$ cat src/mem_macros.svh
`ifndef MEM_MACROS_SVH
`define MEM_MACROS_SVH

// ****************************************************************************
// memory map and sizing
// ****************************************************************************

// ram word index comes from address bits 16..2
`define MEM_ADDR_BITS 15

// data path width of the core side
`define MEM_DATA_W 32

// memory mapped devices, full 32-bit address match
`define MEM_SEG_ADDR 32'd0   // seven segment register
`define MEM_UART_ADDR 32'd4  // uart byte channel

`endif
$ cat src/mem_pkg.sv
package mem_pkg;

    // ************************************************************************
    // shared types for the memory subsystem
    // ************************************************************************

    // rv32 load/store size, same encoding as funct3
    typedef enum logic [2:0] {
        SIZE_B  = 3'd0,
        SIZE_H  = 3'd1,
        SIZE_W  = 3'd2,
        SIZE_BU = 3'd4,
        SIZE_HU = 3'd5
    } mem_size_e;

    // uart stall control
    typedef enum logic [1:0] {
        ST_RUN     = 2'd0,  // core running, clken high
        ST_WAIT_RD = 2'd1,  // waiting for rx fifo data
        ST_WAIT_WR = 2'd2   // waiting for tx fifo space
    } stall_state_e;

    // target of a data access
    typedef enum logic [1:0] {
        DEV_RAM  = 2'd0,
        DEV_SEG  = 2'd1,
        DEV_UART = 2'd2
    } dev_sel_e;

endpackage

$ cat src/load_align.sv
`timescale 1ns/100ps

module load_align import mem_pkg::*; (
    input  mem_size_e   size_q,
    input  logic [1:0]  byte_off_q,
    input  logic [31:0] ram_rdata,
    output logic [31:0] load_data
);

    logic [7:0]  sel_byte;
    logic [15:0] sel_half;

    // little endian lane select
    always_comb begin
        case (byte_off_q)
            2'd0:    sel_byte = ram_rdata[7:0];
            2'd1:    sel_byte = ram_rdata[15:8];
            2'd2:    sel_byte = ram_rdata[23:16];
            default: sel_byte = ram_rdata[31:24];
        endcase
        sel_half = byte_off_q[1] ? ram_rdata[31:16] : ram_rdata[15:0];
    end

    // ************************************************************************
    // extension by access size
    // ************************************************************************

    always_comb begin
        case (size_q)
            SIZE_B:  load_data = {{24{sel_byte[7]}}, sel_byte};
            SIZE_BU: load_data = {24'd0, sel_byte};
            SIZE_H:  load_data = {{16{sel_half[15]}}, sel_half};
            SIZE_HU: load_data = {16'd0, sel_half};
            default: load_data = ram_rdata;  // word
        endcase
    end

endmodule

$ cat config.mk
export PLATFORM = sky130hd
export DESIGN_NAME = load_align
export DESIGN_NICKNAME = d
export VERILOG_FILES = /design/src/mem_macros.svh /design/src/mem_pkg.sv /design/src/load_align.sv
export SDC_FILE = /design/constraint.sdc
export NUM_CORES = 1
export LEC_CHECK = 0
export ABC_CLOCK_PERIOD_IN_PS = 3700
export BUFFER_PORTS_ARGS = -buffer_cell sky130_fd_sc_hd__buf_2
export CORE_ASPECT_RATIO = 1.5
export CORE_UTILIZATION = 47
export DETAILED_ROUTE_END_ITERATION = 16
export GPL_TIMING_DRIVEN = 0
export PLACE_DENSITY_LB_ADDON = 0.2
export SYNTH_ARGS = -nofsm -noshare
export SYNTH_HDL_FRONTEND = slang
export SYNTH_SLANG_ARGS = --single-unit
$ cat constraint.sdc
create_clock -name vclk -period 3.7
set_clock_uncertainty 0.2 [all_clocks]
set_input_delay 0.37 -clock vclk [all_inputs]
set_output_delay 0.37 -clock vclk [all_outputs]
set_load 0.02 [all_outputs]
* After elaboration in Yosys (flattened, before gate mapping)
Index checks and enable logic that the tools add are counted.
** Storage, ports and cells
- Bits in registers :: 0
- Bits of input ports :: 37
- Output and inout port bits :: 32
- Word-level logic and storage cells :: 10
** Operators by class
- Equal/unequal tests :: 5
- Mux-type cells :: 3
- Reduce and logical (&&, ||, !) cells :: 2
** Operator list (number)
- $pmux W32 S4 :: 1
- $pmux W8 S3 :: 1
- $mux W16 :: 1
- $eq A3 B3 Y1 const B :: 2
- $eq A3 B1 Y1 const B :: 1
- $logic_not A3 Y1 :: 1
- $eq A2 B1 Y1 const B :: 1
- $eq A2 B2 Y1 const B :: 1
- $logic_not A2 Y1 :: 1

* Longest topological paths before layout
- Depth in word-level cells :: 3
- Mapped depth :: 5
- Depth with buffers taken out :: 3

* Least setup slack after synthesis
Ideal clock, no wire load.
- Kind :: input-to-output
- Start :: input port size_q[1]
- End :: output port load_data[0]
- Arrival time :: 1516 ps
- Required time :: 3130 ps
- Setup slack :: 1614 ps
- Cell stages on the path :: 5
- Path buffers :: 2
- Cell sequence :: buf_2 clkinv_1 buf_2 a21oi_1 a311oi_1
** On the way
- Word-level cells in the longest chain between the ends :: 2
** Ends and longest elaborated chain
- from (decl) :: RTL line load_align.sv:4 : input mem_size_e size_q,
- $eq A3 B3 Y1 (tied with other cells) :: RTL line load_align.sv:29 : case (size_q)
- $pmux W32 S4 * :: RTL line load_align.sv:29
- to (decl) :: RTL line load_align.sv:7 : output logic [31:0] load_data
Mark *: on every way between the ends. The rest lies on a longest branch, timed or not.

* Worst setup path in the final report
- Start :: input port size_q[1]
- End :: output port load_data[29]
The elaborated chain is that of the path after synthesis.

==> metrics.txt <==
status completed; clock power share 0%; Crit Path Category in2out; sequential power share 0%; standard-cell rows 19; CLK BUF 0; final max-slew violation count 0; Yosys top cell by area mux4_1; Distinct cells, synth 26; Avg Cell Area, Syn about 7.3 um2; vias in the first global route 1266; Mapped Area 970 um2; required time of the critical path 3.13 ns; GP Congestion 0.848; FF+latch count 0; Hold WC Path Type in2out; post-cts repair resize count 0; Mapped Nets 170; Switch Pwr 0.136 mW; hold path depth 3; Tot GR Track Use 32.9%; Post-route DRC 0; ratio of cells with drive above 1 in the final layout 44.3%; post-DP HPWL 2670 um; post-route ant nets 0; largest net degree at the start of global routing 11; Core Footprint 1880 um2; Hold Violations, Final 0; RSZ-0062 raised after global routing no; highest metal used met4; first-pass GRT wire length 5560 um; routed wl met3 206 um; Area contributors post-synth mux4_1 19%, nor2_1 10%, o22ai_1 10%, a21oi_1 7.7%, buf_6 7.0%; Area Overhead vs Synth 37.8%; CTS Hold Bufs 0; Post-Route WL 3620 um; initial antenna violation count 0; Pint between 0.09 and 0.1 mW; setup bufs post-CTS 0; area share of the largest cell type after synthesis 19.0%; met2 WL 1970 um; CP endpoint kind output port; die height 57.6 um; Reg area 0 um2; GRT overflow 0; hold path startpoint size_q[0]; Initial Util 51.6%; vias per cell 6.21; Layout Nets 240; Final WS setup 1.28 ns; Worst EP arrival 1.85 ns; Pleak 0.668 nW; post-synthesis cell count 133; Vias approximately 1400; Die Wd between 30 and 40 um; Max Cap Viol 0; Post-Route Setup TNS 0 ns; cell area power density 170 nW/um2; TritonRoute pass-1 iters 4; worst hold path endpoint load_data[15]; DRT met1 WL 1400 um; Period minus WS final 2.42 ns; port bufs 68; YS warnings 0; pre-CTS worst setup slack 1.32 ns; period utilization about two thirds; combinational fraction of design power 100.0%; Switching Share 59.6%; Ports 69; critical-path maximum fanout 10; Iter 0 DRT Violations 66; # setup viols final 0; maximum VDD drop 0.0888 mV; Startpoint Class primary input; Die Area about 2300 um2; Seq/Total Area, Yosys 0%; Max Freq about 0.41 GHz; Slew HR 53.6%; slew at the pin with the worst max-slew slack 0.694 ns; Inserted Diodes 0; Routed wire per std cell 16.3 um
==> routing by layer <==
metal | global-route usage [%] | vias up
li1 | - | 653
met1 | 39.2 | 642
met2 | 64.3 | 77
met3 | 1.15 | 6
met4 | 1.97 | 0
met5 | 0 | -
==> per-stage QoR <==
stage	area, um2	power [mW]	hold WS (ns)	cells	util, %
2_1_floorplan	970	0.148	0.681	133	-
3_3_place_gp	1340	0.220	0.889	222	71.2
3_5_place_dp	1340	0.225	0.889	222	71.2
4_1_cts	1340	0.225	0.890	222	71.2
5_1_grt	1340	0.242	0.918	222	71.2
6_report	1340	0.227	0.892	222	71.2
==> Yosys cell counts <==
| cell | n |
|---|---|
| nor2_1 | 27 |
| o22ai_1 | 16 |
| o221ai_2 | 4 |
| clkbuf_1 | 2 |
| mux2_4 | 2 |
| buf_2 | 5 |
| mux4_1 | 7 |
| buf_4 | 1 |
| nand2b_1 | 1 |
| a22oi_4 | 1 |
| a221oi_1 | 2 |
| buf_1 | 1 |
| clkinv_1 | 1 |
| o221ai_1 | 3 |
| a311oi_1 | 7 |
| o31a_1 | 1 |
| nor2b_1 | 10 |
| o21ai_0 | 1 |
| inv_2 | 1 |
| a21oi_1 | 15 |
| nand2_1 | 7 |
| inv_1 | 8 |
| or2_2 | 1 |
| buf_6 | 6 |
| mux2i_1 | 2 |
| o2bb2ai_1 | 1 |
==> kinds of logic after synthesis <==
kind of cell,synth area share [%]
AO/OA/AOI/OAI,39.6
AND/OR/NAND/NOR,20.9
multiplexers,24.1
buffers and inverters,15.4
==> critical path: stages <==
cell	delay (ns)
buf_2	0.09
buf_2	0.22
clkinv_1	0.34
o31a_1	0.31
buf_6	0.18
o22ai_1	0.14
buf_2	0.19
==> power groups by stage <==
stage / clock network [mW] / logic (mW) / registers [mW]
6_report: 0 / 0.227 / 0
5_1_grt: 0 / 0.242 / 0
4_1_cts: 0 / 0.225 / 0
3_5_place_dp: 0 / 0.225 / 0
3_3_place_gp: 0 / 0.220 / 0
2_1_floorplan: 0 / 0.148 / 0
==> cells in the final DEF (no fill, tap or decap), types with 4 or more instances in the layout <==
cell type and n:
buf_2 73, nor2_1 27, o22ai_1 16, a21oi_1 15
nor2b_1 10, inv_1 8, mux4_1 7, a311oi_1 7
nand2_1 7, buf_6 6, o221ai_2 4
==> how the worst max path moves through the flow <==
stage | startpoint | to | slack (ns) | cells after the start
floorplan | size_q[1] | load_data[0] | 1.61 | 5
global placement | size_q[1] | load_data[29] | 1.37 | 7
detailed placement | size_q[1] | load_data[29] | 1.32 | 7
CTS | size_q[1] | load_data[29] | 1.32 | 7
global route | size_q[1] | load_data[25] | 1.23 | 7
finish | size_q[1] | load_data[29] | 1.28 | 7
==> area by class of cell <==
cell class / count / area, um2
Buffer: 15 / 111
Fill cell: 166 / 542
Inverter: 10 / 37.5
Multi-Input combinational cell: 108 / 821
Tap cell: 21 / 26.3
Timing Repair Buffer: 68 / 340
(Power assumes the default switching activity.)
