`config.mk`:
```
export PLATFORM = sky130hd
export DESIGN_NAME = mmio_decode
export DESIGN_NICKNAME = d
export VERILOG_FILES = /design/src/mem_pkg.sv /design/src/mmio_decode.sv
export VERILOG_INCLUDE_DIRS = /design/src
export SDC_FILE = /design/constraint.sdc
export NUM_CORES = 1
export LEC_CHECK = 0
export BUFFER_PORTS_ARGS = -buffer_cell sky130_fd_sc_hd__buf_2
export CORE_UTILIZATION = 31
export DETAILED_ROUTE_END_ITERATION = 16
export PLACE_DENSITY = 0.78
export SETUP_SLACK_MARGIN = 0.02
export SLEW_MARGIN = 20
export SYNTH_ARGS = -nofsm -noshare
export SYNTH_HDL_FRONTEND = slang
export SYNTH_SLANG_ARGS = --single-unit
export TNS_END_PERCENT = 100
```
`constraint.sdc`:
```
create_clock -name clk -period 2.55 [get_ports clk]
set_clock_uncertainty 0.15 [all_clocks]
set_input_delay 0.255 -clock clk [delete_from_list [all_inputs] [get_ports clk]]
set_output_delay 0.255 -clock clk [all_outputs]
set_load 0.03 [all_outputs]
```
`src/mem_macros.svh`:
```
`ifndef MEM_MACROS_SVH
`define MEM_MACROS_SVH

// ****************************************************************************
// memory map and sizing
// ****************************************************************************

// ram word index comes from address bits 16..2
`define MEM_ADDR_BITS 15

// data path width of the core side
`define MEM_DATA_W 32

// memory mapped devices, full 32-bit address match
`define MEM_SEG_ADDR 32'd0   // seven segment register
`define MEM_UART_ADDR 32'd4  // uart byte channel

`endif
```
`src/mem_pkg.sv`:
```
package mem_pkg;

    // ************************************************************************
    // shared types for the memory subsystem
    // ************************************************************************

    // rv32 load/store size, same encoding as funct3
    typedef enum logic [2:0] {
        SIZE_B  = 3'd0,
        SIZE_H  = 3'd1,
        SIZE_W  = 3'd2,
        SIZE_BU = 3'd4,
        SIZE_HU = 3'd5
    } mem_size_e;

    // uart stall control
    typedef enum logic [1:0] {
        ST_RUN     = 2'd0,  // core running, clken high
        ST_WAIT_RD = 2'd1,  // waiting for rx fifo data
        ST_WAIT_WR = 2'd2   // waiting for tx fifo space
    } stall_state_e;

    // target of a data access
    typedef enum logic [1:0] {
        DEV_RAM  = 2'd0,
        DEV_SEG  = 2'd1,
        DEV_UART = 2'd2
    } dev_sel_e;

endpackage

```
`src/mmio_decode.sv`:
```
`timescale 1ns/100ps
`include "mem_macros.svh"

module mmio_decode import mem_pkg::*; (
    input  logic                   clk,
    input  logic                   reset,
    input  logic [`MEM_DATA_W-1:0] addr,
    input  mem_size_e              funct3,
    input  logic [`MEM_DATA_W-1:0] writedata,
    input  logic                   writectrl,
    input  logic                   readctrl,
    input  logic                   run,
    input  logic [`MEM_DATA_W-1:0] load_data,
    input  logic [7:0]             uart_in,
    output dev_sel_e               dev_sel,
    output logic                   ram_we,
    output mem_size_e              size_q,
    output logic [1:0]             byte_off_q,
    output logic [`MEM_DATA_W-1:0] read_mux,
    output logic [15:0]            seg_io
);

    logic uart_rd_q;  // previous access was a uart read

    always_comb begin
        if (addr == `MEM_SEG_ADDR)
            dev_sel = DEV_SEG;
        else if (addr == `MEM_UART_ADDR)
            dev_sel = DEV_UART;
        else
            dev_sel = DEV_RAM;
    end

    assign ram_we = writectrl && run && (dev_sel == DEV_RAM);

    // seven segment register
    always_ff @(posedge clk) begin
        if (reset)
            seg_io <= 16'd0;
        else if (run && writectrl && (dev_sel == DEV_SEG))
            seg_io <= writedata[15:0];
    end

    // ************************************************************************
    // access info for the load returned next cycle
    // ************************************************************************

    always_ff @(posedge clk) begin
        if (reset)
            uart_rd_q <= 1'b0;
        else if (run)
            uart_rd_q <= readctrl && (dev_sel == DEV_UART);
    end

    always_ff @(posedge clk) begin
        if (run) begin
            size_q <= funct3;
            byte_off_q <= addr[1:0];
        end
    end

    assign read_mux = uart_rd_q ? {{(`MEM_DATA_W-8){1'b0}}, uart_in} : load_data;

endmodule

```
==> Yosys cells after proc, flatten, opt, wreduce, memory -nomap -nowiden <==
Cells that the tools add are included.
{ "word_totals": {"ff_bits": 22, "rom_bits": 0, "mem_count": 0, "ramBits": 0, "latch_bits": 0} }
{ "classes": {"reduce_logical": 6, "muxes": 3, "multipliers": 0, "add_sub_neg": 0, "eq_ne": 3, "bitwise": 0, "n_lt_le_gt_ge": 0, "n_div": 0, "shifts": 0} }
{ "ops": {"columns": ["cell", "n"], "rows": [
  ["$eq A32 B3 Y1 const B", 1],
  ["$logic_not A32 Y1", 1],
  ["$mux W32", 1],
  ["$logic_and A1 B1 Y1", 4],
  ["$mux W2", 2],
  ["$eq A2 B1 Y1 const B", 1],
  ["$eq A2 B2 Y1 const B", 1],
  ["$logic_not A2 Y1", 1]
]} }

==> Depth between registers and ports, before layout <==
Gate-level depths: netlist of run 1.
{ "depth": {"depth_word": 5, "mapped_depth": 5} }

==> Least setup slack after synthesis of run 1 <==
Ideal clock, no wire load.
{ "synth_path": {"path_type": "input port to flip-flop", "start": "input port addr[13]", "end": "register uart_rd_q", "required_ps": 2338, "setup_ps": 62, "slack_ps": 555, "path_stages": 4, "arrival_time_ps": 1782, "path_cell_list": "nor4_1 nand4_1 nor3_1 a22o_1"} }
{ "synth_via": {"elab_chain_len": 5, "word_cells_on_any_way": 6, "cone_classes": "eq/ne (2); mux (2); reduce/logical (2)"} }
{ "synth_lines": {"columns": ["item", "line_no", "source"], "rows": [
  ["from (decl)", "mmio_decode.sv:7", "input logic [`MEM_DATA_W-1:0] addr,"],
  ["$eq A32 B3 Y1 (no source line)", null, null],
  ["$mux W2", "mmio_decode.sv:28", "else if (addr == `MEM_UART_ADDR)"],
  ["$mux W2 (*)", "mmio_decode.sv:26", "if (addr == `MEM_SEG_ADDR)"],
  ["via dev_sel[1]", "mmio_decode.sv:15", "output dev_sel_e dev_sel,"],
  ["$eq A2 B2 Y1 (*)", "mmio_decode.sv:52", "uart_rd_q <= readctrl && (dev_sel == DEV_UART);"],
  ["$logic_and A1 B1 Y1 (*)", "mmio_decode.sv:52", null],
  ["to (signal assigned)", "mmio_decode.sv:52", null],
  ["to (decl)", "mmio_decode.sv:23", "logic uart_rd_q;"]
]} }
The timed path passes the listed nets; every way through them passes the cells marked *.
A chain may end at the register's enable or synchronous reset.

==> Worst setup path in the final report of run 1 <==
{ "layout_path": {"start": "register uart_rd_q", "end": "output port read_mux[3]"} }
{ "layout_via": {"elab_chain_len": 1} }
{ "layout_lines": {"columns": ["item", "line_no", "source"], "rows": [
  ["$mux W32", "mmio_decode.sv:62", "assign read_mux = uart_rd_q ? {{(`MEM_DATA_W-8){1'b0}}, uart_in} : load_data;"],
  ["to (decl)", "mmio_decode.sv:19", "output logic [`MEM_DATA_W-1:0] read_mux,"]
]} }
Every way passes these cells.

==> results of run 1 <==
-- path summary, 6_finish.rpt --
path                           from                     end  slack, ps  cells after the start
max          uart_rd_q$_SDFFE_PP0P_             read_mux[3]        520                      2
min                       funct3[1]     size_q[1]$_DFFE_PP_         20                      1
max reg2reg  uart_rd_q$_SDFFE_PP0P_  uart_rd_q$_SDFFE_PP0P_       1360                      1
min reg2reg  seg_io[9]$_SDFFE_PP0P_  seg_io[9]$_SDFFE_PP0P_        320                      2
-- flip-flops by register name, indices dropped and copies added, names as in the netlist --
register,count
seg_io,16
uart_rd_q,1
byte_off_q,2
size_q,3
-- critical path: cells and delay by family, from the launching register on --
kind / cells / cell delay, ps
buffers and inverters: 1 / 180
muxes: 1 / 410
DFF: 1 / 780
-- cell type report --
| cell class | instances | area, um^2 | area share (%) |
|---|---|---|---|
| multi-input combinational | 100 | 731 | 34.4 |
| clock buffer | 4 | 66.3 | 3.12 |
| tap | 48 | 60.1 | 2.83 |
| inverter | 1 | 3.75 | 0.177 |
| timing repair buffer | 153 | 771 | 36.3 |
| sequential | 22 | 490 | 23.1 |
-- metal layers --
metal  vias to the layer above  track usage [%]
li1                        737                -
met1                       631             17.4
met2                        76             26.9
met3                         6             6.72
met4                         2             3.80
met5                         -                0
-- power by group through the flow --
| stage | logic, mW | clock network, mW | registers (mW) |
|---|---|---|---|
| floorplan | 0.0996 | 0 | 0.386 |
| global placement | 0.217 | 0 | 0.372 |
| detailed placement | 0.220 | 0 | 0.372 |
| CTS | 0.220 | 0.294 | 0.364 |
| global route | 0.235 | 0.309 | 0.364 |
| finish | 0.218 | 0.282 | 0.364 |
-- through the flow --
stage,cell area [um^2],setup WS (ps)
finish,2120,521
global route,2120,438
CTS,2120,522
detailed placement,2060,430
global placement,2060,483
floorplan,1260,555
-- logic make-up after synthesis --
logic type / Yosys count / synth area share [%]
AO/OA/AOI/OAI: 1 / 0.694
flip-flops: 22 / 38.9
multiplexers: 24 / 19.8
buffers and inverters: 9 / 3.27
AND/OR/NAND/NOR: 75 / 37.4
-- cells in the final DEF (no fill, tap or decap), drive strengths merged --
cell,count
nor4,8
mux2,8
nand2b,32
a22o,1
buf,153
nand2,2
clkbuf,4
nor2,4
edfxtp,5
dfxtp,17
nand4,2
mux2i,16
nor2b,24
nor3,3
inv,1
==> out/summary.txt, run 1 <==
final hold violation count: 0
Internal Power: 632 uW
residual DRC count: 0
number of gates resized after cts: 0
core area: 3770 um^2
# rows: 22
Hold Crit Class: in2reg
Max Buffers Root-to-Sink: 2
layout cell share with drive strength beyond 1: 59.6%
met1 wire length: 1.46 mm
Max H-tree Level: 1
number of enable flip-flop cells after synthesis: 5
post-synth top area share: 27.0%
GRT Resource Usage Total: 15.6%
FMAX: 493 MHz
Slew HR: 53.3%
DR iter-0 viols: 28
clock root cell: clkbuf_8
Layout area overhead: 68.1%
end-of-flow core utilization: 56.3%
Avg Cell Area, Syn: 9.64 um^2
Synth area leaders: dfxtp_1 27%, nand2b_1 16%, mux2i_1 13%
vias: 1,452
Chip Height: 65.8 um
crit share post-route: 79.6%
Min Hold Slack: 20.0 ps
met3 WL: 405 um
Net Sw Frac: 26.9%
metal2 WL: 1.90 mm
CP startpoint kind: register
CTS tree: built
post-synthesis sequential area ratio: 38.9%
number of iterations in the first detailed-routing pass: 4
setup violators final: 0
Tot Pwr: 864 uW
pwr dens: 407 nW/um^2
yosys warns: 0
Placed Cells: 324
Max Cap Viol: 0
Synth Instances: 131
Non-Filler Instances: 328
leakage: 1.07 nW
Max Slew Vio Count: 0
vias in the first global route: 1,198
initial core utilization: 33.5%
cell area after synthesis: 1260 um^2
switching pwr: 232 uW
hpwl dp: 3.21 mm
clock latency on the worst-skew pair: 250 ps
cts bufs inserted: 3
RD Place Congestion: 0.654
first-pass GRT wire length: 5.23 mm
die area: 4330 um^2
Buffers on Ports: 151
Total Neg Setup Slack: 0 ps
Antenna diodes: 0
fill cell count: 365
DR vias/cell: 4.43
Synth Flop Type: dfxtp_1
initial antenna violation count: 1
clock-pin slew on the worst setup and hold paths: 80 ps
antenna-violating nets left: 0
area leader, netlist: dfxtp_1
WL/cell: 11.6 um
Gate power share: 25.3%
outcome: completed
top-count cell post-synth: nand2b_1
CTS Hold Buffers Added: 0
slew at the pin closest to its max-slew limit: 700 ps
fraction of registers with async set/reset: 0%
crit end category: output port
sequential power share: 42.1%
CTS sink count: 22
post-layout min period: 2030 ps
Peak VDD IR: 0.261 mV
Critical Path AT: 1620 ps
postcts setup bufs: 0
total grt overflow: 0
largest net degree at the start of global routing: 35
worst-path cell chain: mux2_2, buf_2
Max Fanout on Critical Path: 19
CP max-delay cell: dfxtp_1
WS Path Type: reg2out
Clock Power Share: 32.6%
FF+latch count, synth: 22
I/O pins: 168
nets@finish: 393
Die X: 65.8 um
Netlist cell types: 17
Critical Path Max Stage Delay: 780 ps
RSZ-0062 raised after global routing: no
final WL: 3.82 mm
uppermost routed layer: met5
Req. time, crit path: 2140 ps
Synthesized Nets: 243
synth cell count leaders: 32 x nand2b_1, 24 x nor2b_1, 17 x dfxtp_1, 16 x mux2i_1, 8 x mux2_2
No activity file was read; power rests on OpenSTA's default activity.
==> inputs of run 2 (changes only) <==
Settings changed: CORE_UTILIZATION 31 to 28, PLACE_DENSITY 0.78 to 0.74.
Clock period 2.55 ns to 1.8 ns, I/O delays scaled along.
==> out/summary.txt, run 2 (synthesized netlist as in run 1, its figures left out) <==
reg2reg setup slack: 1000 ps
initial antenna violation count: 0
clock root cell: clkbuf_8
Max Slew Vio Count: 0
number of flip-flops in the largest register: 16
final WL: 3.77 mm
Buffers on Ports: 151
pre-CTS WS: 22.1 ps
storage element area: 492 um^2
FF-to-FF End: uart_rd_q$_SDFFE_PP0P_
cts bufs inserted: 3
initial core utilization: 29.0%
vias in the first global route: 1,385
Final WS setup: 117 ps
Chip Height: 69.1 um
Reg2Reg Depth: 1
total grt overflow: 0
final hold violation count: 0
post-layout min period: 1680 ps
number of iterations in the first detailed-routing pass: 4
crit end category: output port
Max Cap Viol: 0
met3 usage: 4.68%
antenna-violating nets left: 0
GRT Resource Usage Total: 15.9%
Max Fanout on Critical Path: 29
Tot Pwr: 1.25 mW
leakage: 1.12 nW
WS Path Type: reg2out
I/O pins: 168
Max H-tree Level: 1
largest net degree at the start of global routing: 35
residual DRC count: 0
most frequent cells in the layout: 150 x buf_2, 32 x nand2b_1, 24 x nor2b_1, 16 x mux2i_1, 16 x dfxtp_1
DR iter-0 viols: 21
RD Place Congestion: 0.705
fill cell count: 423
Critical Path Max Stage Delay: 390 ps
setup violators final: 0
worst reg2reg path startpoint: uart_rd_q$_SDFFE_PP0P_
worst-path cell chain: buf_12, mux2_2, buf_2
CTS tree: built
slew at the pin closest to its max-slew limit: 409 ps
first-pass GRT wire length: 6.27 mm
vias: 1,469
Max Buffers Root-to-Sink: 2
hpwl dp: 3.09 mm
met2 GRT Util: 29.3%
Layout area overhead: 80.5%
outcome: completed
end-of-flow core utilization: 52.3%
gr busiest metal: met2
hold path depth: 3
clock latency on the worst-skew pair: 260 ps
CP startpoint kind: register
Hold Crit Class: in2reg
core area: 4350 um^2
CP max-delay cell: dfxtp_2
Top Registers: seg_io (16), size_q (3), byte_off_q (2)
Critical Path AT: 1350 ps
pwr dens: 548 nW/um^2
DR vias/cell: 4.32
Die X: 69.1 um
Most flops, register: seg_io
Slew HR: 72.8%
Req. time, crit path: 1470 ps
CTS sink count: 22
multi-input logic area: 781 um^2
dpl cell area: 2150 um^2
FMAX: 594 MHz
met1 Usage GRT: 18.5%
die area: 4780 um^2
Hold EP: seg_io[0]$_SDFFE_PP0P_
Antenna diodes: 0
RSZ-0062 raised after global routing: no
WL/cell: 11.1 um
# rows: 24
Peak VDD IR: 0.403 mV
most common cell after layout, fill and taps aside: buf_2
post-route cell area: 2280 um^2
Min-Delay Startpoint: writedata[0]
crit share post-route: 93.5%
nets@finish: 401
layout cell share with drive strength beyond 1: 60.8%
clock-pin slew on the worst setup and hold paths: 90 ps
==> run 2: cell types whose count changed in the layout (fill, tap and decap cells not counted), sizes merged <==
cell / change
dlygate4sd3: +5
clkbuf: +1
buf: +2
==> run 2: worst max-delay path, delay by kind of cell, from the launching register on <==
| family | cells | cell delay (ps) |
|---|---|---|
| buffers and inverters | 2 | 360 |
| flip-flops | 1 | 390 |
| multiplexers | 1 | 340 |
==> run 2: power by group <==
group | internal [mW] | total, mW | switching, mW
logic | 0.150 | 0.327 | 0.177
registers | 0.514 | 0.516 | 0.00200
clock network | 0.241 | 0.406 | 0.165
total | 0.905 | 1.25 | 0.344
==> run 2: per-layer routing <==
layer | routed length (um) | share of wire [%]
met3 | 278 | 7.4
met5 | 0 | 0
met2 | 1920 | 51
met1 | 1570 | 42
met4 | 10 | 0.27
==> run 2: per-stage QoR <==
stage	hold WS (ps)	instances	TNS, ps
2_1_floorplan	129	131	-372
3_3_place_gp	207	330	0
3_5_place_dp	209	330	0
4_1_cts	11.9	339	0
5_1_grt	10.5	340	0
6_report	13.6	340	0
==> run 2: cell type report <==
| class | count | share of cell area, % |
|---|---|---|
| well taps | 52 | 2.86 |
| flip-flops and latches | 22 | 21.6 |
| clock buffers | 4 | 2.91 |
| repair buffers | 161 | 38.2 |
| multi-input cells | 100 | 34.3 |
| inverters | 1 | 0.165 |
==> run 2: timing repair <==
action	CTS	global route
setup buffers	0	1
endpoints found under the hold margin	5	0
hold buffers	5	0
resized for setup	0	2
endpoints found under the setup margin	0	10
==> run 2: worst max path at each step <==
stage / startpoint / to / slack [ps]
after CTS: uart_rd_q$_SDFFE_PP0P_ / read_mux[1] / 20
after global routing: addr[18] / dev_sel[0] / 30
after detailed placement: addr[1] / seg_io[7]$_SDFFE_PP0P_ / 20
after global placement: addr[1] / seg_io[4]$_SDFFE_PP0P_ / 50
after floorplan: addr[5] / seg_io[0]$_SDFFE_PP0P_ / -40
final: uart_rd_q$_SDFFE_PP0P_ / read_mux[4] / 120
==> inputs of run 3 (changes only) <==
Settings changed: CELL_PAD_IN_SITES_DETAIL_PLACEMENT set to 0, CELL_PAD_IN_SITES_GLOBAL_PLACEMENT set to 1, CORE_UTILIZATION 28 to 21, PLACE_DENSITY 0.74 to 0.83, RECOVER_POWER set to 25.
Clock period 1.8 ns to 2.1 ns, I/O delays scaled along.
==> out/summary.txt, run 3 (synthesized netlist as in run 1, its figures left out) <==
outcome: completed
Max Cap Viol: 0
Hold EP: seg_io[14]$_SDFFE_PP0P_
Req. time, crit path: 1740 ps
GRT Resource Usage Total: 11.0%
Final WS setup: 243 ps
most frequent cells in the layout: 138 x buf_2, 32 x nand2b_1, 24 x nor2b_1, 17 x dfxtp_1, 16 x mux2i_1
pwr dens: 501 nW/um^2
RD Place Congestion: 0.691
nets@finish: 400
WL/cell: 11.2 um
CP startpoint kind: register
worst-path cell chain: mux2_2, buf_2
Layout area overhead: 75.7%
Antenna diodes: 0
metal2 WL: 2.01 mm
number of flip-flops in the largest register: 16
worst reg2reg path startpoint: uart_rd_q$_SDFFE_PP0P_
cts bufs inserted: 3
die area: 6330 um^2
first-pass GRT wire length: 5.43 mm
Critical Path Max Stage Delay: 660 ps
Max Fanout on Critical Path: 15
Clock Power Share: 35.8%
final WL: 4.01 mm
Tot Pwr: 1.11 mW
crit share post-route: 88.4%
switching pwr: 290 uW
CTS Hold Buffers Added: 5
FF-to-FF End: uart_rd_q$_SDFFE_PP0P_
clock root cell: clkbuf_8
antenna-violating nets left: 0
residual DRC count: 0
Critical Path AT: 1500 ps
Most flops, register: seg_io
postcts setup bufs: 0
largest net degree at the start of global routing: 35
Min-Delay Startpoint: writedata[14]
I/O pins: 168
most common cell after layout, fill and taps aside: buf_2
Total Neg Setup Slack: 0 ps
Die X: 79.5 um
Gate power share: 24.4%
CTS sink count: 22
total grt overflow: 0
DR vias/cell: 4.08
CP Buf/Inv Count: 1
core area: 5640 um^2
Slew HR: 64.8%
hpwl dp: 3.26 mm
delay-heaviest family, CP: flip-flops
layout cell share with drive strength beyond 1: 54.4%
RSZ-0062 raised after global routing: no
uppermost routed layer: met4
met3 WL: 413 um
setup violators final: 0
pre-CTS WS: 207 ps
end-of-flow core utilization: 39.3%
leakage: 1.06 nW
vias in the first global route: 1,204
Reg2Reg Depth: 2
CP max-delay cell: dfxtp_1
Top Registers: seg_io (16), size_q (3), byte_off_q (2)
WS Path Type: reg2out
number of iterations in the first detailed-routing pass: 4
post-layout min period: 1860 ps
CTS tree: built
slew at the pin closest to its max-slew limit: 527 ps
vias: 1,466
sequential power share: 39.8%
Hold Crit Class: in2reg
FMAX: 538 MHz
Buffers on Ports: 151
crit end category: output port
final hold violation count: 0
hold path depth: 3
clock-pin slew on the worst setup and hold paths: 90 ps
Internal Power: 820 uW
Max H-tree Level: 1
initial core utilization: 22.4%
clock latency on the worst-skew pair: 260 ps
Max Slew Vio Count: 0
reg2reg setup slack: 850 ps
DR iter-0 viols: 11
number of gates resized after cts: 0
Peak VDD IR: 0.323 mV
Chip Height: 79.5 um
Net Sw Frac: 26.2%
Max Buffers Root-to-Sink: 2
met1 wire length: 1.56 mm
# rows: 27
initial antenna violation count: 0
run 3: changes by cell type in the layout (fill, tap and decap cells not counted):
cell / delta
buf_12: -1
clkbuf_4: -1
nor4_4: -3
clkbuf_16: -1
buf_2: -12
bufinv_16: +1
dfxtp_1: +1
nor4_1: +3
nor3_1: +1
dfxtp_2: -1
nor3_2: -1
clkbuf_1: +13
run 3: cell type report:
class,instances,area [um^2]
flip-flops and latches,22,490
multi-input cells,100,731
fillers,590,3420
inverters,1,3.75
repair buffers,160,832
clock inverters,1,30.0
clock buffers,3,41.3
well taps,72,90.1
run 3: worst register-to-register path, delay by kind of cell (launching register included):
family / cells / cell delay [ps]
buffers and inverters: 1 / 270
flip-flops: 1 / 660
AO/OA/AOI/OAI: 1 / 130
run 3: power groups by stage:
stage                     sequential [mW]  combinational [mW]  clock, mW
final                               0.442               0.271      0.398
after global routing                0.443               0.293      0.423
after CTS                           0.442               0.276      0.415
after detailed placement            0.452               0.267          0
after global placement              0.452               0.266          0
after floorplan                     0.469               0.121          0
run 3: metal layers:
layer	global-route usage, %	vias up
li1	-	751
met1	12.8	632
met2	19.2	79
met3	3.43	4
met4	3.27	0
met5	0	-
run 3: per-stage QoR:
stage               std cells  area [um^2]  hold slack (ps)
global placement          350         2110              237
finish                    359         2220             43.6
detailed placement        350         2110              244
global route              359         2220             45.1
CTS                       359         2230             34.5
floorplan                 131         1260              159
run 3: how the worst max path moves through the flow:
stage	endpoint	start	slack (ps)	cells after the start
2_1_floorplan	uart_rd_q$_SDFFE_PP0P_	addr[13]	150	4
3_3_place_gp	dev_sel[1]	addr[1]	220	5
3_5_place_dp	seg_io[8]$_SDFFE_PP0P_	addr[5]	210	6
4_1_cts	read_mux[0]	uart_rd_q$_SDFFE_PP0P_	210	2
5_1_grt	dev_sel[1]	addr[1]	130	5
6_report	read_mux[0]	uart_rd_q$_SDFFE_PP0P_	240	2
