===== config.mk =====
export PLATFORM = sky130hd
export DESIGN_NAME = uart_port_ctrl
export DESIGN_NICKNAME = d
export VERILOG_FILES = /design/src/mem_macros.svh /design/src/mem_pkg.sv /design/src/uart_port_ctrl.sv
export SDC_FILE = /design/constraint.sdc
export NUM_CORES = 1
export LEC_CHECK = 0
export ABC_AREA = 1
export BUFFER_PORTS_ARGS = -buffer_cell sky130_fd_sc_hd__buf_2
export CAP_MARGIN = 20
export CORE_MARGIN = 2
export CORE_UTILIZATION = 38
export CTS_CLUSTER_DIAMETER = 50
export DETAILED_ROUTE_END_ITERATION = 6
export PLACE_DENSITY = 0.78
export SYNTH_ARGS = -nofsm -noshare
export SYNTH_HDL_FRONTEND = slang
export SYNTH_SLANG_ARGS = --single-unit

===== constraint.sdc =====
create_clock -name clk -period 2 [get_ports clk]
set_input_delay 0.4 -clock clk [delete_from_list [all_inputs] [get_ports clk]]
set_output_delay 0.4 -clock clk [all_outputs]
set_load 0.05 [all_outputs]

===== src/mem_macros.svh =====
`ifndef MEM_MACROS_SVH
`define MEM_MACROS_SVH

// ****************************************************************************
// memory map and sizing
// ****************************************************************************

// ram word index comes from address bits 16..2
`define MEM_ADDR_BITS 15

// data path width of the core side
`define MEM_DATA_W 32

// memory mapped devices, full 32-bit address match
`define MEM_SEG_ADDR 32'd0   // seven segment register
`define MEM_UART_ADDR 32'd4  // uart byte channel

`endif

===== src/mem_pkg.sv =====
package mem_pkg;

    // ************************************************************************
    // shared types for the memory subsystem
    // ************************************************************************

    // rv32 load/store size, same encoding as funct3
    typedef enum logic [2:0] {
        SIZE_B  = 3'd0,
        SIZE_H  = 3'd1,
        SIZE_W  = 3'd2,
        SIZE_BU = 3'd4,
        SIZE_HU = 3'd5
    } mem_size_e;

    // uart stall control
    typedef enum logic [1:0] {
        ST_RUN     = 2'd0,  // core running, clken high
        ST_WAIT_RD = 2'd1,  // waiting for rx fifo data
        ST_WAIT_WR = 2'd2   // waiting for tx fifo space
    } stall_state_e;

    // target of a data access
    typedef enum logic [1:0] {
        DEV_RAM  = 2'd0,
        DEV_SEG  = 2'd1,
        DEV_UART = 2'd2
    } dev_sel_e;

endpackage


===== src/uart_port_ctrl.sv =====
`timescale 1ns/100ps

module uart_port_ctrl import mem_pkg::*; (
    input  logic        clk,
    input  logic        reset,
    input  dev_sel_e    dev_sel,
    input  logic        readctrl,
    input  logic        writectrl,
    input  logic [31:0] writedata,
    input  logic        empty,
    input  logic        full,
    input  logic [31:0] read_mux,
    input  logic [31:0] inst_rdata,
    output logic        rdreq,
    output logic        wrreq,
    output logic [7:0]  uart_out,
    output logic        clken,
    output logic [31:0] readdata,
    output logic [31:0] inst_out
);

    stall_state_e state;
    stall_state_e state_next;
    logic         uart_rd;
    logic         uart_wr;
    logic         run_q;       // clken of the previous cycle
    logic [7:0]   wbyte_q;
    logic [31:0]  readdata_q;
    logic [31:0]  inst_q;

    assign uart_rd = readctrl && (dev_sel == DEV_UART);
    assign uart_wr = writectrl && (dev_sel == DEV_UART);

    // ************************************************************************
    // stall fsm and fifo strobes
    // ************************************************************************

    always_comb begin
        state_next = state;
        rdreq = 1'b0;
        wrreq = 1'b0;
        case (state)
            ST_RUN: begin
                if (uart_rd) begin
                    if (empty)
                        state_next = ST_WAIT_RD;
                    else
                        rdreq = 1'b1;
                end else if (uart_wr) begin
                    if (full)
                        state_next = ST_WAIT_WR;
                    else
                        wrreq = 1'b1;
                end
            end
            ST_WAIT_RD: begin
                if (!empty) begin
                    rdreq = 1'b1;  // byte shows up next cycle together with clken
                    state_next = ST_RUN;
                end
            end
            ST_WAIT_WR: begin
                if (!full) begin
                    wrreq = 1'b1;
                    state_next = ST_RUN;
                end
            end
            default: state_next = ST_RUN;
        endcase
    end

    always_ff @(posedge clk) begin
        if (reset) begin
            state <= ST_RUN;
            run_q <= 1'b1;
        end else begin
            state <= state_next;
            run_q <= clken;
        end
    end

    assign clken = (state == ST_RUN);

    // held copies for the stalled cycles
    always_ff @(posedge clk) begin
        if (clken) begin
            wbyte_q <= writedata[7:0];
            readdata_q <= readdata;
        end
        if (run_q)
            inst_q <= inst_rdata;
    end

    assign uart_out = clken ? writedata[7:0] : wbyte_q;
    assign readdata = clken ? read_mux : readdata_q;
    assign inst_out = run_q ? inst_rdata : inst_q;  // frozen after a stall cycle

    // a stall ends only through the fifo strobe that served it
    a_release_strobe: assert property (
        @(posedge clk) disable iff (reset) $rose(clken) |-> $past(rdreq || wrreq)
    );

    // the core keeps seeing its last result for the whole stall
    a_hold_readdata: assert property (
        @(posedge clk) disable iff (reset) !clken |-> $stable(readdata)
    );

endmodule


== Word-level counts from Yosys, hierarchy flattened ==
Cells that the tools add are included.
Operators by class
  $add $sub $neg: 0
  multiply operators: 0
  div/mod/pow operators: 0
  order comparisons: 0
  eq/ne operators: 8
  shifts and indexed selects: 0
  multiplexer cells: 17
  bitwise gates (word level): 0
  reduce and logical (&&, ||, !) cells: 4
Operator list (count)
  $mux 32: 2
  $mux 2: 6
  $mux 8: 1
  $pmux 2 s3: 1
  $mux 1: 5
  $reduce_and 5->1: 1
  $eq 2x2->1 const B: 2
  $ne 2x2->1 const B: 2
  $pmux 1 s2: 2
  $ne 3x1->1 const B: 1
  $ne 3x2->1 const B: 1
  $ne 3x3->1 const B: 1
  $eq 2x1->1 const B: 1
  $logic_and 1x1->1: 2
  $logic_not 2->1: 1
Storage, ports and cells
  register bits: 75
  latch bits: 0
  RAM bits: 0
  ROM bits: 0
  input port bits: 104
  output and inout bits: 75
  memories: 0

== Longest topological paths before layout ==
Gate-level depths: netlist (run 1).
  depth in word-level cells: 5
  depth in mapped cells: 6
  depth with buffers taken out: 6

== Least setup slack after synthesis (run 1) ==
No wires, ideal clock.
  kind: input to output
  from: input port dev_sel[0]
  to: output port rdreq
  arrival time: 1763 ps
  required time: 1600 ps
  slack: -163 ps
  cell stages on the path: 3
  cell sequence: inv_1 nand3_1 a211oi_1
Between the ends
  longest elaborated chain between the ends: 4
Ends and longest elaborated chain
  start: declaration: line uart_port_ctrl.sv:6  | input dev_sel_e dev_sel,
  $eq 2x2->1: line uart_port_ctrl.sv:31  | assign uart_rd = readctrl && (dev_sel == DEV_UART);
  $logic_and 1x1->1: line uart_port_ctrl.sv:31
  $mux 1: line uart_port_ctrl.sv:44  | if (uart_rd) begin
  $pmux 1 s2: line uart_port_ctrl.sv:42  | case (state)
  end: declaration: line uart_port_ctrl.sv:14  | output logic rdreq,
No other way between the ends.

== Worst setup path after layout (run 1) ==
  from: register state[1]
  to: output port readdata[16]
Between the ends
  longest elaborated chain between the ends: 2
Ends and longest elaborated chain
  start: declaration: line uart_port_ctrl.sv:22  | stall_state_e state;
  start signal: assignment: line uart_port_ctrl.sv:77  | state <= state_next;
  $logic_not 2->1: line uart_port_ctrl.sv:82  | assign clken = (state == ST_RUN);
  $mux 32: line uart_port_ctrl.sv:95  | assign readdata = clken ? read_mux : readdata_q;
  end: declaration: line uart_port_ctrl.sv:18  | output logic [31:0] readdata,
No other way between the ends.

==> impl_metrics.tcl, run 1 <==
set metrics [dict create \
    nFillCells 665 \
    ys_ff_latch 75 \
    wl_met3_um 352 \
    hold_viol 0 \
    max-vdd-ir-drop_v 0.000498 \
    placedCellCount 512 \
    ys.flop_type "dfxtp_1" \
    switching_share_pct 30.5 \
    grt_max_degree 35 \
    seqPwrFrac_pct 45.6 \
    synthArstFlopShare_pct 0 \
    diodes 0 \
    synth_common_cells "nand2_1, dfxtp_1, edfxtp_1" \
    routed.top_layer "met4" \
    start_util_pct 39.3 \
    first_global_vias 2306 \
    ioPinCount 179 \
    drtIter0Drc 64 \
    numCtsBuffers 9 \
    synth.most_common_cell "nand2_1" \
    finalWirelength_mm 6.39 \
    routedWlPerCell_um 12.1 \
    finalPower_uw 3870 \
    vias_per_cell 4.38 \
    cts-root-buf "clkbuf_8" \
    path_cells "nor2_4 > inv_2 > buf_12 > nand2_1 > nand2_1 > buf_2" \
    crit_family "buffers and inverters" \
    synth_top_area_share_pct 33.5 \
    finalNetCount 530 \
    yosysTopAreaCell "edfxtp_1" \
    fp.dieH_um 90.9 \
    rsz0062_at_grt "yes" \
    fmax_ghz 0.520 \
    p_sw_uw 1180 \
    fin_tns_setup_ps 0 \
    core_region_area_um2 7290 \
    crit_path_start_kind "flip-flop" \
    power_frac_comb_pct 21.4 \
    clock_path_buffers 2 \
    syn_to_final_growth_pct 42.2 \
    cpMaxStageDelayCell "dfxtp_2" \
    hold_path_class "primary input to flip-flop" \
    antenna_found_initial 0 \
    dieArea_um2 8260 \
    wl_met2_mm 3.36 \
    cts.sinks 75 \
    p_int_uw 2690 \
    track_usage_pct 15.1 \
    max-cap-violations 0 \
    ys_warn_count 0 \
    slew_violations 0 \
    syn_area_per_cell_um2 10.8 \
    cp.buffers_inverters 3 \
    wl_met1_mm 2.58 \
    gp_congestion 0.735 \
    worstSetupEndpointType "primary output" \
    powerDensity_nw_per_um2 948 \
    synthTopCellsByArea "edfxtp_1, dfxtp_1, nand2_1" \
    finalSetupViolCount 0 \
    critPathRequiredTime_ps 1600 \
    cts_hold_buf 0 \
    arrival_ps 1520 \
    max_slew_margin_pct 72.7 \
    vias 2324 \
    firstDrtPassIters 4 \
    die_w_um 90.9 \
    clockPowerShare_pct 32.9 \
    row_count 31 \
    critical_path_class "flip-flop to primary output" \
    clkLatencyLatePin_ps 340 \
    place_hpwl_mm 4.63 \
    cts_tree "done" \
    final_util_pct 55.9 \
    tightest_slew_ps 410 \
    grt_pass1_wl_mm 9.96 \
    numPortBuffers 154 \
    cts_max_level 3 \
    crit_top_cell "nand2_1" \
    synthesis.nets 369 \
    clkTransAtPathRegs_ps 70 \
    skew_ps 8.24 \
    synth_area_um2 2870 \
    outcome "finished, final reports clean" \
    pre_cts_slack_ps 218 \
    grt-ovfl-total 0 \
    syn_inst 265 \
    ant_nets 0 \
    finalCritPeriodShare_pct 96.1 \
    p_leak_uw 0.00205 \
    drive_above_1_share_pct 49.9 \
    timing.final.ws_setup_ps 78.1 \
    synth-edff-count 32 \
    ys_seq_area_share_pct 63.5 \
    synth_cell_types 18 \
    stdcell_count 530 \
    cp_max_fo 34 \
    period_minus_slack_ps 1920 \
    slowest_delay_ps 420 \
    drcViolationCount 0 \
]
==> power groups by stage <==
stage / clock network, uW / logic, uW / registers, uW
2_1_floorplan: 0 / 585 / 1790
6_report: 1270 / 829 / 1760
5_1_grt: 1370 / 877 / 1780
3_5_place_dp: 0 / 797 / 1800
4_1_cts: 1310 / 806 / 1760
3_3_place_gp: 0 / 786 / 1790
==> cells in the final DEF (no fill, tap or decap), types with 2 or more instances in the layout <==
cell type	instances
nand3_1	3
nor2_1	5
inv_1	6
nand4_1	2
clkbuf_4	29
clkbuf_8	10
dfxtp_1	41
edfxtp_1	32
buf_2	120
clkbuf_16	3
dfxtp_2	2
mux2_2	30
nand2_1	123
mux2_1	2
buf_12	2
nor2_4	2
buf_4	9
==> worst register-to-register path, cell delays in order, from the launching register on <==
cell,delay [ps]
dfxtp_2,360
nor2_4,200
inv_2,80
buf_12,170
nand2_1,80
nand2_1,80
==> worst paths after layout <==
check	start	to	slack, ps	cells past startpoint
worst max-delay path	state[1]	readdata[16]	80	6
worst min-delay path	reset	state[0]	240	2
worst max register to register	state[0]	readdata_q[0]	780	5
worst min register to register	wbyte_q[7]	wbyte_q[7]	440	2
==> routing by layer <==
| layer | up-vias | track usage, % |
|---|---|---|
| met5 | - | 0 |
| met4 | 0 | 5.81 |
| met3 | 8 | 5.51 |
| met2 | 77 | 27.4 |
| met1 | 1055 | 15.9 |
| li1 | 1184 | - |
==> sequential cells by signal, summed over array words and instances (netlist names) <==
name	cells
inst_q	32
wbyte_q	8
state	2
readdata_q	32
run_q	1
==> metrics by stage <==
step / area [um2] / hold slack [ps]
finish: 4080 / 238
floorplan: 2880 / 469
detailed placement: 3730 / 428
global route: 4080 / 226
CTS: 4000 / 221
global placement: 3730 / 421
==> cell type report <==
class / instances / area (um2) / share of cell area, %
clock buffers: 13 / 213 / 5.21
repair buffers: 162 / 952 / 23.3
clock inverters: 3 / 20.0 / 0.491
flip-flops and latches: 75 / 1820 / 44.7
multi-input cells: 171 / 920 / 22.5
well taps: 99 / 124 / 3.04
inverters: 7 / 26.3 / 0.644
==> repair_timing <==
| item | in CTS | in global routing |
|---|---|---|
| setup endpoints to repair | 41 | 36 |
| pin swaps | 1 | 1 |
| resized for setup | 6 | 34 |
| setup buffers | 2 | 0 |
==> cells by family (layout without fill, tap and decap cells) <==
family          Yosys count  in the layout  synth area share, %
flops                    75             75                 63.5
compound gates            3              3                0.610
buf+inv                  19            185                 4.88
simple gates            136            136                 18.4
mux                      32             32                 12.6
(Power assumes the default switching activity.)
==> run 2: changes to the inputs <==
- CORE_ASPECT_RATIO: unset -> 2
- CORE_UTILIZATION: 38 -> 41
- PLACE_DENSITY: 0.78 -> 0.8
- clock period: 2 -> 1.8 ns (I/O delays scaled with it)
==> run 2 against run 1 <==
Net effect:
- the flow now finishes with violations (setup timing)
- register-to-register slack worse by 370 ps
- first-iteration DRC count up 34%
- via count up 14%
- flip-flop and latch count unchanged
- final area up 32%
- critical path depth unchanged
- global-route usage up 3.4 points
- largest cell class is now buffers
- highest routed layer unchanged
==> impl_metrics.tcl, run 2 (synthesized netlist as in run 1, its figures left out) <==
set metrics [dict create \
    outcome "complete, but fails checks" \
    violations "setup timing" \
    slew_violations 0 \
    gp_congestion 0.723 \
    start_util_pct 42.0 \
    skew_ps 6.65 \
    core_region_area_um2 6830 \
    finalNetCount 554 \
    cts_tree "done" \
    stdcell_count 545 \
    clkTransAtPathRegs_ps 50 \
    clock_path_buffers 2 \
    grt_pass1_wl_mm 10.9 \
    reg.largest.list "inst_q x32, readdata_q x32, wbyte_q x8" \
    cts_hold_buf 0 \
    dpl-instance-area_um2 3720 \
    arrival_ps 1570 \
    cts-root-buf "clkbuf_16" \
    final_cell_mix "buf_2, nand2_1, buf_8" \
    vias_per_cell 4.87 \
    numPortBuffers 154 \
    startpoint "state[0]" \
    finalPower_uw 5170 \
    numCtsBuffers 9 \
    nFillCells 385 \
    fmax_ghz 0.519 \
    p_leak_uw 0.00271 \
    dieArea_um2 7720 \
    die_w_um 63.2 \
    antenna_found_initial 0 \
    r2r-start "state[0]" \
    clkLatencyLatePin_ps 330 \
    grt-ovfl-total 0 \
    timing.final.ws_setup_ps -127 \
    finalSetupViolCount 41 \
    max-cap-violations 0 \
    cts_max_level 3 \
    routedWlPerCell_um 17.3 \
    max-vdd-ir-drop_v 0.000750 \
    crit_path_start_kind "flip-flop" \
    final_util_pct 79.0 \
    powerDensity_nw_per_um2 958 \
    critPathRequiredTime_ps 1440 \
    period_minus_slack_ps 1930 \
    reg2reg_depth 6 \
    cts.sinks 75 \
    grt_max_degree 33 \
    syn_to_final_growth_pct 88.1 \
    first_global_vias 2416 \
    r2r_end "readdata_q[31]" \
    firstDrtPassIters 4 \
    row_count 43 \
    reg2reg_slack_ps 410 \
    critical_path_class "flip-flop to primary output" \
    ioPinCount 179 \
    placedCellCount 503 \
    hold-worst-slack_ps 215 \
    design_area_um2 5400 \
    tightest_slew_ps 409 \
    ant_nets 0 \
    critPathCapture "wrreq" \
    hold_path_class "primary input to flip-flop" \
    vias 2655 \
    finalWirelength_mm 9.43 \
    drcViolationCount 0 \
    worstSetupEndpointType "primary output" \
    drive_above_1_share_pct 66.2 \
    final_common_cell "buf_2" \
    cp_max_fo 5 \
    finalCritPeriodShare_pct 107 \
    max_slew_margin_pct 72.7 \
    place_hpwl_mm 4.41 \
    diodes 0 \
    track_usage_pct 18.5 \
    rsz0062_at_grt "yes" \
    hold_viol 0 \
    fp.dieH_um 122 \
    drtIter0Drc 86 \
]
[run 2: critical path, cell delays in order, from the launching register on]
cell and delay, ps:
dfxtp_4 360, nor2_4 180, buf_6 180, buf_6 100, nand4_1 90, o21ai_1 150, buf_6 190
[run 2: how the worst min path moves through the flow]
stage	from	end	slack, ps	depth (start not counted)
2_1_floorplan	reset	state[0]	430	1
3_3_place_gp	wbyte_q[2]	wbyte_q[2]	430	2
5_1_grt	reset	state[0]	220	2
4_1_cts	reset	state[1]	200	2
3_5_place_dp	wbyte_q[3]	wbyte_q[3]	430	2
6_report	reset	state[0]	210	2
[run 2: per-layer routing]
metal / wire length, um / GRT usage (%) / up-vias
met3: 761 / 5.32 / 14
met1: 3650 / 20.7 / 1262
met5: 0 / 0 / -
met2: 4870 / 30.8 / 141
li1: - / - / 1238
met4: 147 / 11.1 / 0
[run 2: repair_timing]
item                                    CTS  global route
endpoints found under the setup margin   73            73
pin swaps                                 1            22
resized for setup                       109           213
setup buffers                             2            15
gates cloned                              1             8
[run 2: final cells by class]
cell class / instances / area [um2] / area share, %
Clock buffer: 13 / 270 / 5.01
Clock inverter: 3 / 42.5 / 0.788
Inverter: 7 / 31.3 / 0.580
Multi-Input combinational cell: 171 / 1250 / 23.2
Sequential cell: 75 / 1830 / 33.9
Tap cell: 90 / 113 / 2.09
Timing Repair Buffer: 186 / 1860 / 34.4
[run 2: per-stage QoR]
| step | setup TNS, ps | setup slack [ps] |
|---|---|---|
| final | -1720 | -127 |
| after global routing | -4280 | -149 |
| after CTS | -214 | -29.1 |
| after detailed placement | 0 | 143 |
| after global placement | 0 | 176 |
| after floorplan | 0 | 160 |
[run 2: power breakdown]
group	internal, uW	switching (uW)
sequential	1930	56.1
combinational	567	781
clock	1190	650
total	3680	1490
==> run 3: changes to the inputs <==
- ABC_AREA: 1 -> unset
==> run 3 against run 2 <==
Net effect:
- the run still ends with setup timing left
- combinational power fell by 11%
- critical path depth fell by 1
- hold slack better by 15 ps
- fmax fell by 0.20%
- largest cell class unchanged
- largest power group is now the clock network
- highest routed layer unchanged
==> impl_metrics.tcl, run 3 <==
set metrics [dict create \
    outcome "complete, but fails checks" \
    violations "setup timing" \
    cts-root-buf "clkbuf_16" \
    final_cell_mix "buf_2, mux2_4, buf_8" \
    routedWlPerCell_um 18.0 \
    synth_common_cells "dfxtp_1, mux2_4, edfxtp_1, mux2_2" \
    path_cells "nor2_4 > buf_4 > buf_12 > mux2_4 > buf_6" \
    ys.flop_type "dfxtp_1" \
    rsz0062_at_grt "yes" \
    grt_max_degree 33 \
    syn_area_per_cell_um2 17.5 \
    reg2reg_slack_ps 220 \
    finalWirelength_mm 8.23 \
    p_int_uw 3870 \
    tightest_slew_ps 432 \
    antenna_found_initial 0 \
    start_util_pct 42.3 \
    vias 2178 \
    max-cap-violations 0 \
    synth-edff-count 32 \
    drtIter0Drc 59 \
    cp_max_fo 14 \
    max-vdd-ir-drop_v 0.000829 \
    finalCritPeriodShare_pct 107 \
    worstSetupEndpointType "primary output" \
    track_usage_pct 19.4 \
    slew_violations 0 \
    clkTransAtPathRegs_ps 60 \
    row_count 43 \
    synth_cell_types 16 \
    first_global_vias 2351 \
    p_sw_uw 1330 \
    pre_cts_slack_ps 37.7 \
    ioPinCount 179 \
    dpl-instance-area_um2 3840 \
    syn_inst 168 \
    grt-ovfl-total 0 \
    finalSetupViolCount 41 \
    synthTopCellsByArea "edfxtp_1, dfxtp_1, mux2_4" \
    timing.final.ws_setup_ps -131 \
    firstDrtPassIters 4 \
    clkLatencyLatePin_ps 320 \
    hold_viol 0 \
    yosysTopAreaCell "edfxtp_1" \
    cp.buffers_inverters 3 \
    fp.dieH_um 124 \
    synth.most_common_cell "dfxtp_1" \
    arrival_ps 1570 \
    numPortBuffers 154 \
    skew_ps 5.82 \
    synthesis.nets 272 \
    clock_path_buffers 2 \
    drcViolationCount 0 \
    synthArstFlopShare_pct 0 \
    p_leak_uw 0.00266 \
    finalNetCount 465 \
    fmax_ghz 0.518 \
    crit_path_start_kind "flip-flop" \
    design_area_um2 5310 \
    crit_family "buffers and inverters" \
    critical_path_class "flip-flop to primary output" \
    synth_top_area_share_pct 32.8 \
    power_frac_comb_pct 23.0 \
    dieArea_um2 7890 \
    nFillCells 388 \
    cts_tree "done" \
    core_region_area_um2 6940 \
    clockPowerShare_pct 39.5 \
    switching_share_pct 25.6 \
    ys_ff_latch 75 \
    diodes 0 \
    place_hpwl_mm 4.47 \
    critPathRequiredTime_ps 1440 \
    startpoint "state[1]" \
    ys_seq_area_share_pct 62.1 \
    vias_per_cell 4.78 \
    cts_max_level 3 \
    grt_pass1_wl_mm 11.4 \
    seqPwrFrac_pct 37.4 \
    min_from "reset" \
    ys_warn_count 0 \
    max_slew_margin_pct 70.4 \
    die_w_um 63.8 \
    ant_nets 0 \
    cts.sinks 75 \
    gp_congestion 0.733 \
    final_common_cell "buf_2" \
    slowest_delay_ps 330 \
    period_minus_slack_ps 1930 \
    r2r-start "state[1]" \
    cpMaxStageDelayCell "dfxtp_2" \
    powerDensity_nw_per_um2 980 \
    cts_hold_buf 0 \
    syn_to_final_growth_pct 80.9 \
    reg.largest.list "inst_q x32, readdata_q x32, wbyte_q x8" \
    drive_above_1_share_pct 77.9 \
    numCtsBuffers 9 \
    synth_area_um2 2930 \
    hold_path_class "primary input to flip-flop" \
]
==> run 3: cell count changes after synthesis, sizes merged, moves of 2 or more <==
| cell | before | now |
|---|---|---|
| nand4 | 2 | 0 |
| nand3 | 3 | 0 |
| a2111oi | 0 | 2 |
| nor2 | 7 | 2 |
| inv | 7 | 4 |
| mux2 | 32 | 72 |
| buf | 11 | 7 |
| nand2 | 123 | 0 |
==> run 3: worst register-to-register path, stage by stage, from the launching register on <==
cell,delay [ps]
dfxtp_2,330
nor2_4,140
buf_6,150
buf_12,140
mux2_4,320
buf_4,130
buf_4,120
==> run 3: cell type report <==
cell class,count,area (um2),share of cell area (%)
timing repair buffer,190,1840,34.6
multi-input combinational,81,1160,21.9
sequential,75,1830,34.4
clock inverter,3,65.1,1.23
clock buffer,13,292,5.49
inverter,4,15.0,0.283
tap,90,113,2.12
==> run 3: through the flow <==
stage | utilization, % | setup TNS (ps) | hold slack [ps] | cells | power, uW
final | 76.5 | -4620 | 229 | 456 | 5200
after global routing | 76.5 | -7050 | 223 | 456 | 5360
after CTS | 70.5 | -5620 | 214 | 447 | 5100
after detailed placement | 55.3 | 0 | 457 | 410 | 2810
after global placement | 55.3 | 0 | 439 | 410 | 2790
after floorplan | - | 0 | 443 | 168 | 2590
==> run 3: per-layer routing <==
| metal | up-vias | wire [um] | GRT usage (%) |
|---|---|---|---|
| met4 | 0 | 140 | 8.02 |
| met5 | - | 0 | 0 |
| met1 | 1058 | 2970 | 19.6 |
| li1 | 1006 | - | - |
| met3 | 10 | 455 | 5.51 |
| met2 | 104 | 4660 | 36.3 |
==> run 3: cell families after synthesis <==
kind of cell           Yosys count  share of synthesized area, %
AO/OA/AOI/OAI                    4                          1.11
multiplexers                    72                          32.5
buffers and inverters           12                          2.94
flip-flops                      75                          62.1
AND/OR/NAND/NOR                  5                          1.36
==> run 3: path summary, 6_finish.rpt <==
kind,endpoint,cells past startpoint
worst max-delay path,readdata[28],5
worst min-delay path,state[1],2
worst max register to register,readdata_q[31],6
worst min register to register,inst_q[5],1
==> run 3: repair_timing <==
item / CTS / global route
setup buffers: 17 / 7
pin swaps: 1 / 0
gates resized for setup: 151 / 86
cloned: 4 / 2
endpoints found under the setup margin: 73 / 72
==> run 3: power by group through the flow <==
stage	Sequential (uW)	Combinational (uW)	Clock, uW
after floorplan	1960	630	0
after global placement	1970	825	0
after detailed placement	1980	838	0
after CTS	1940	1060	2090
after global routing	1960	1240	2160
final	1950	1200	2060
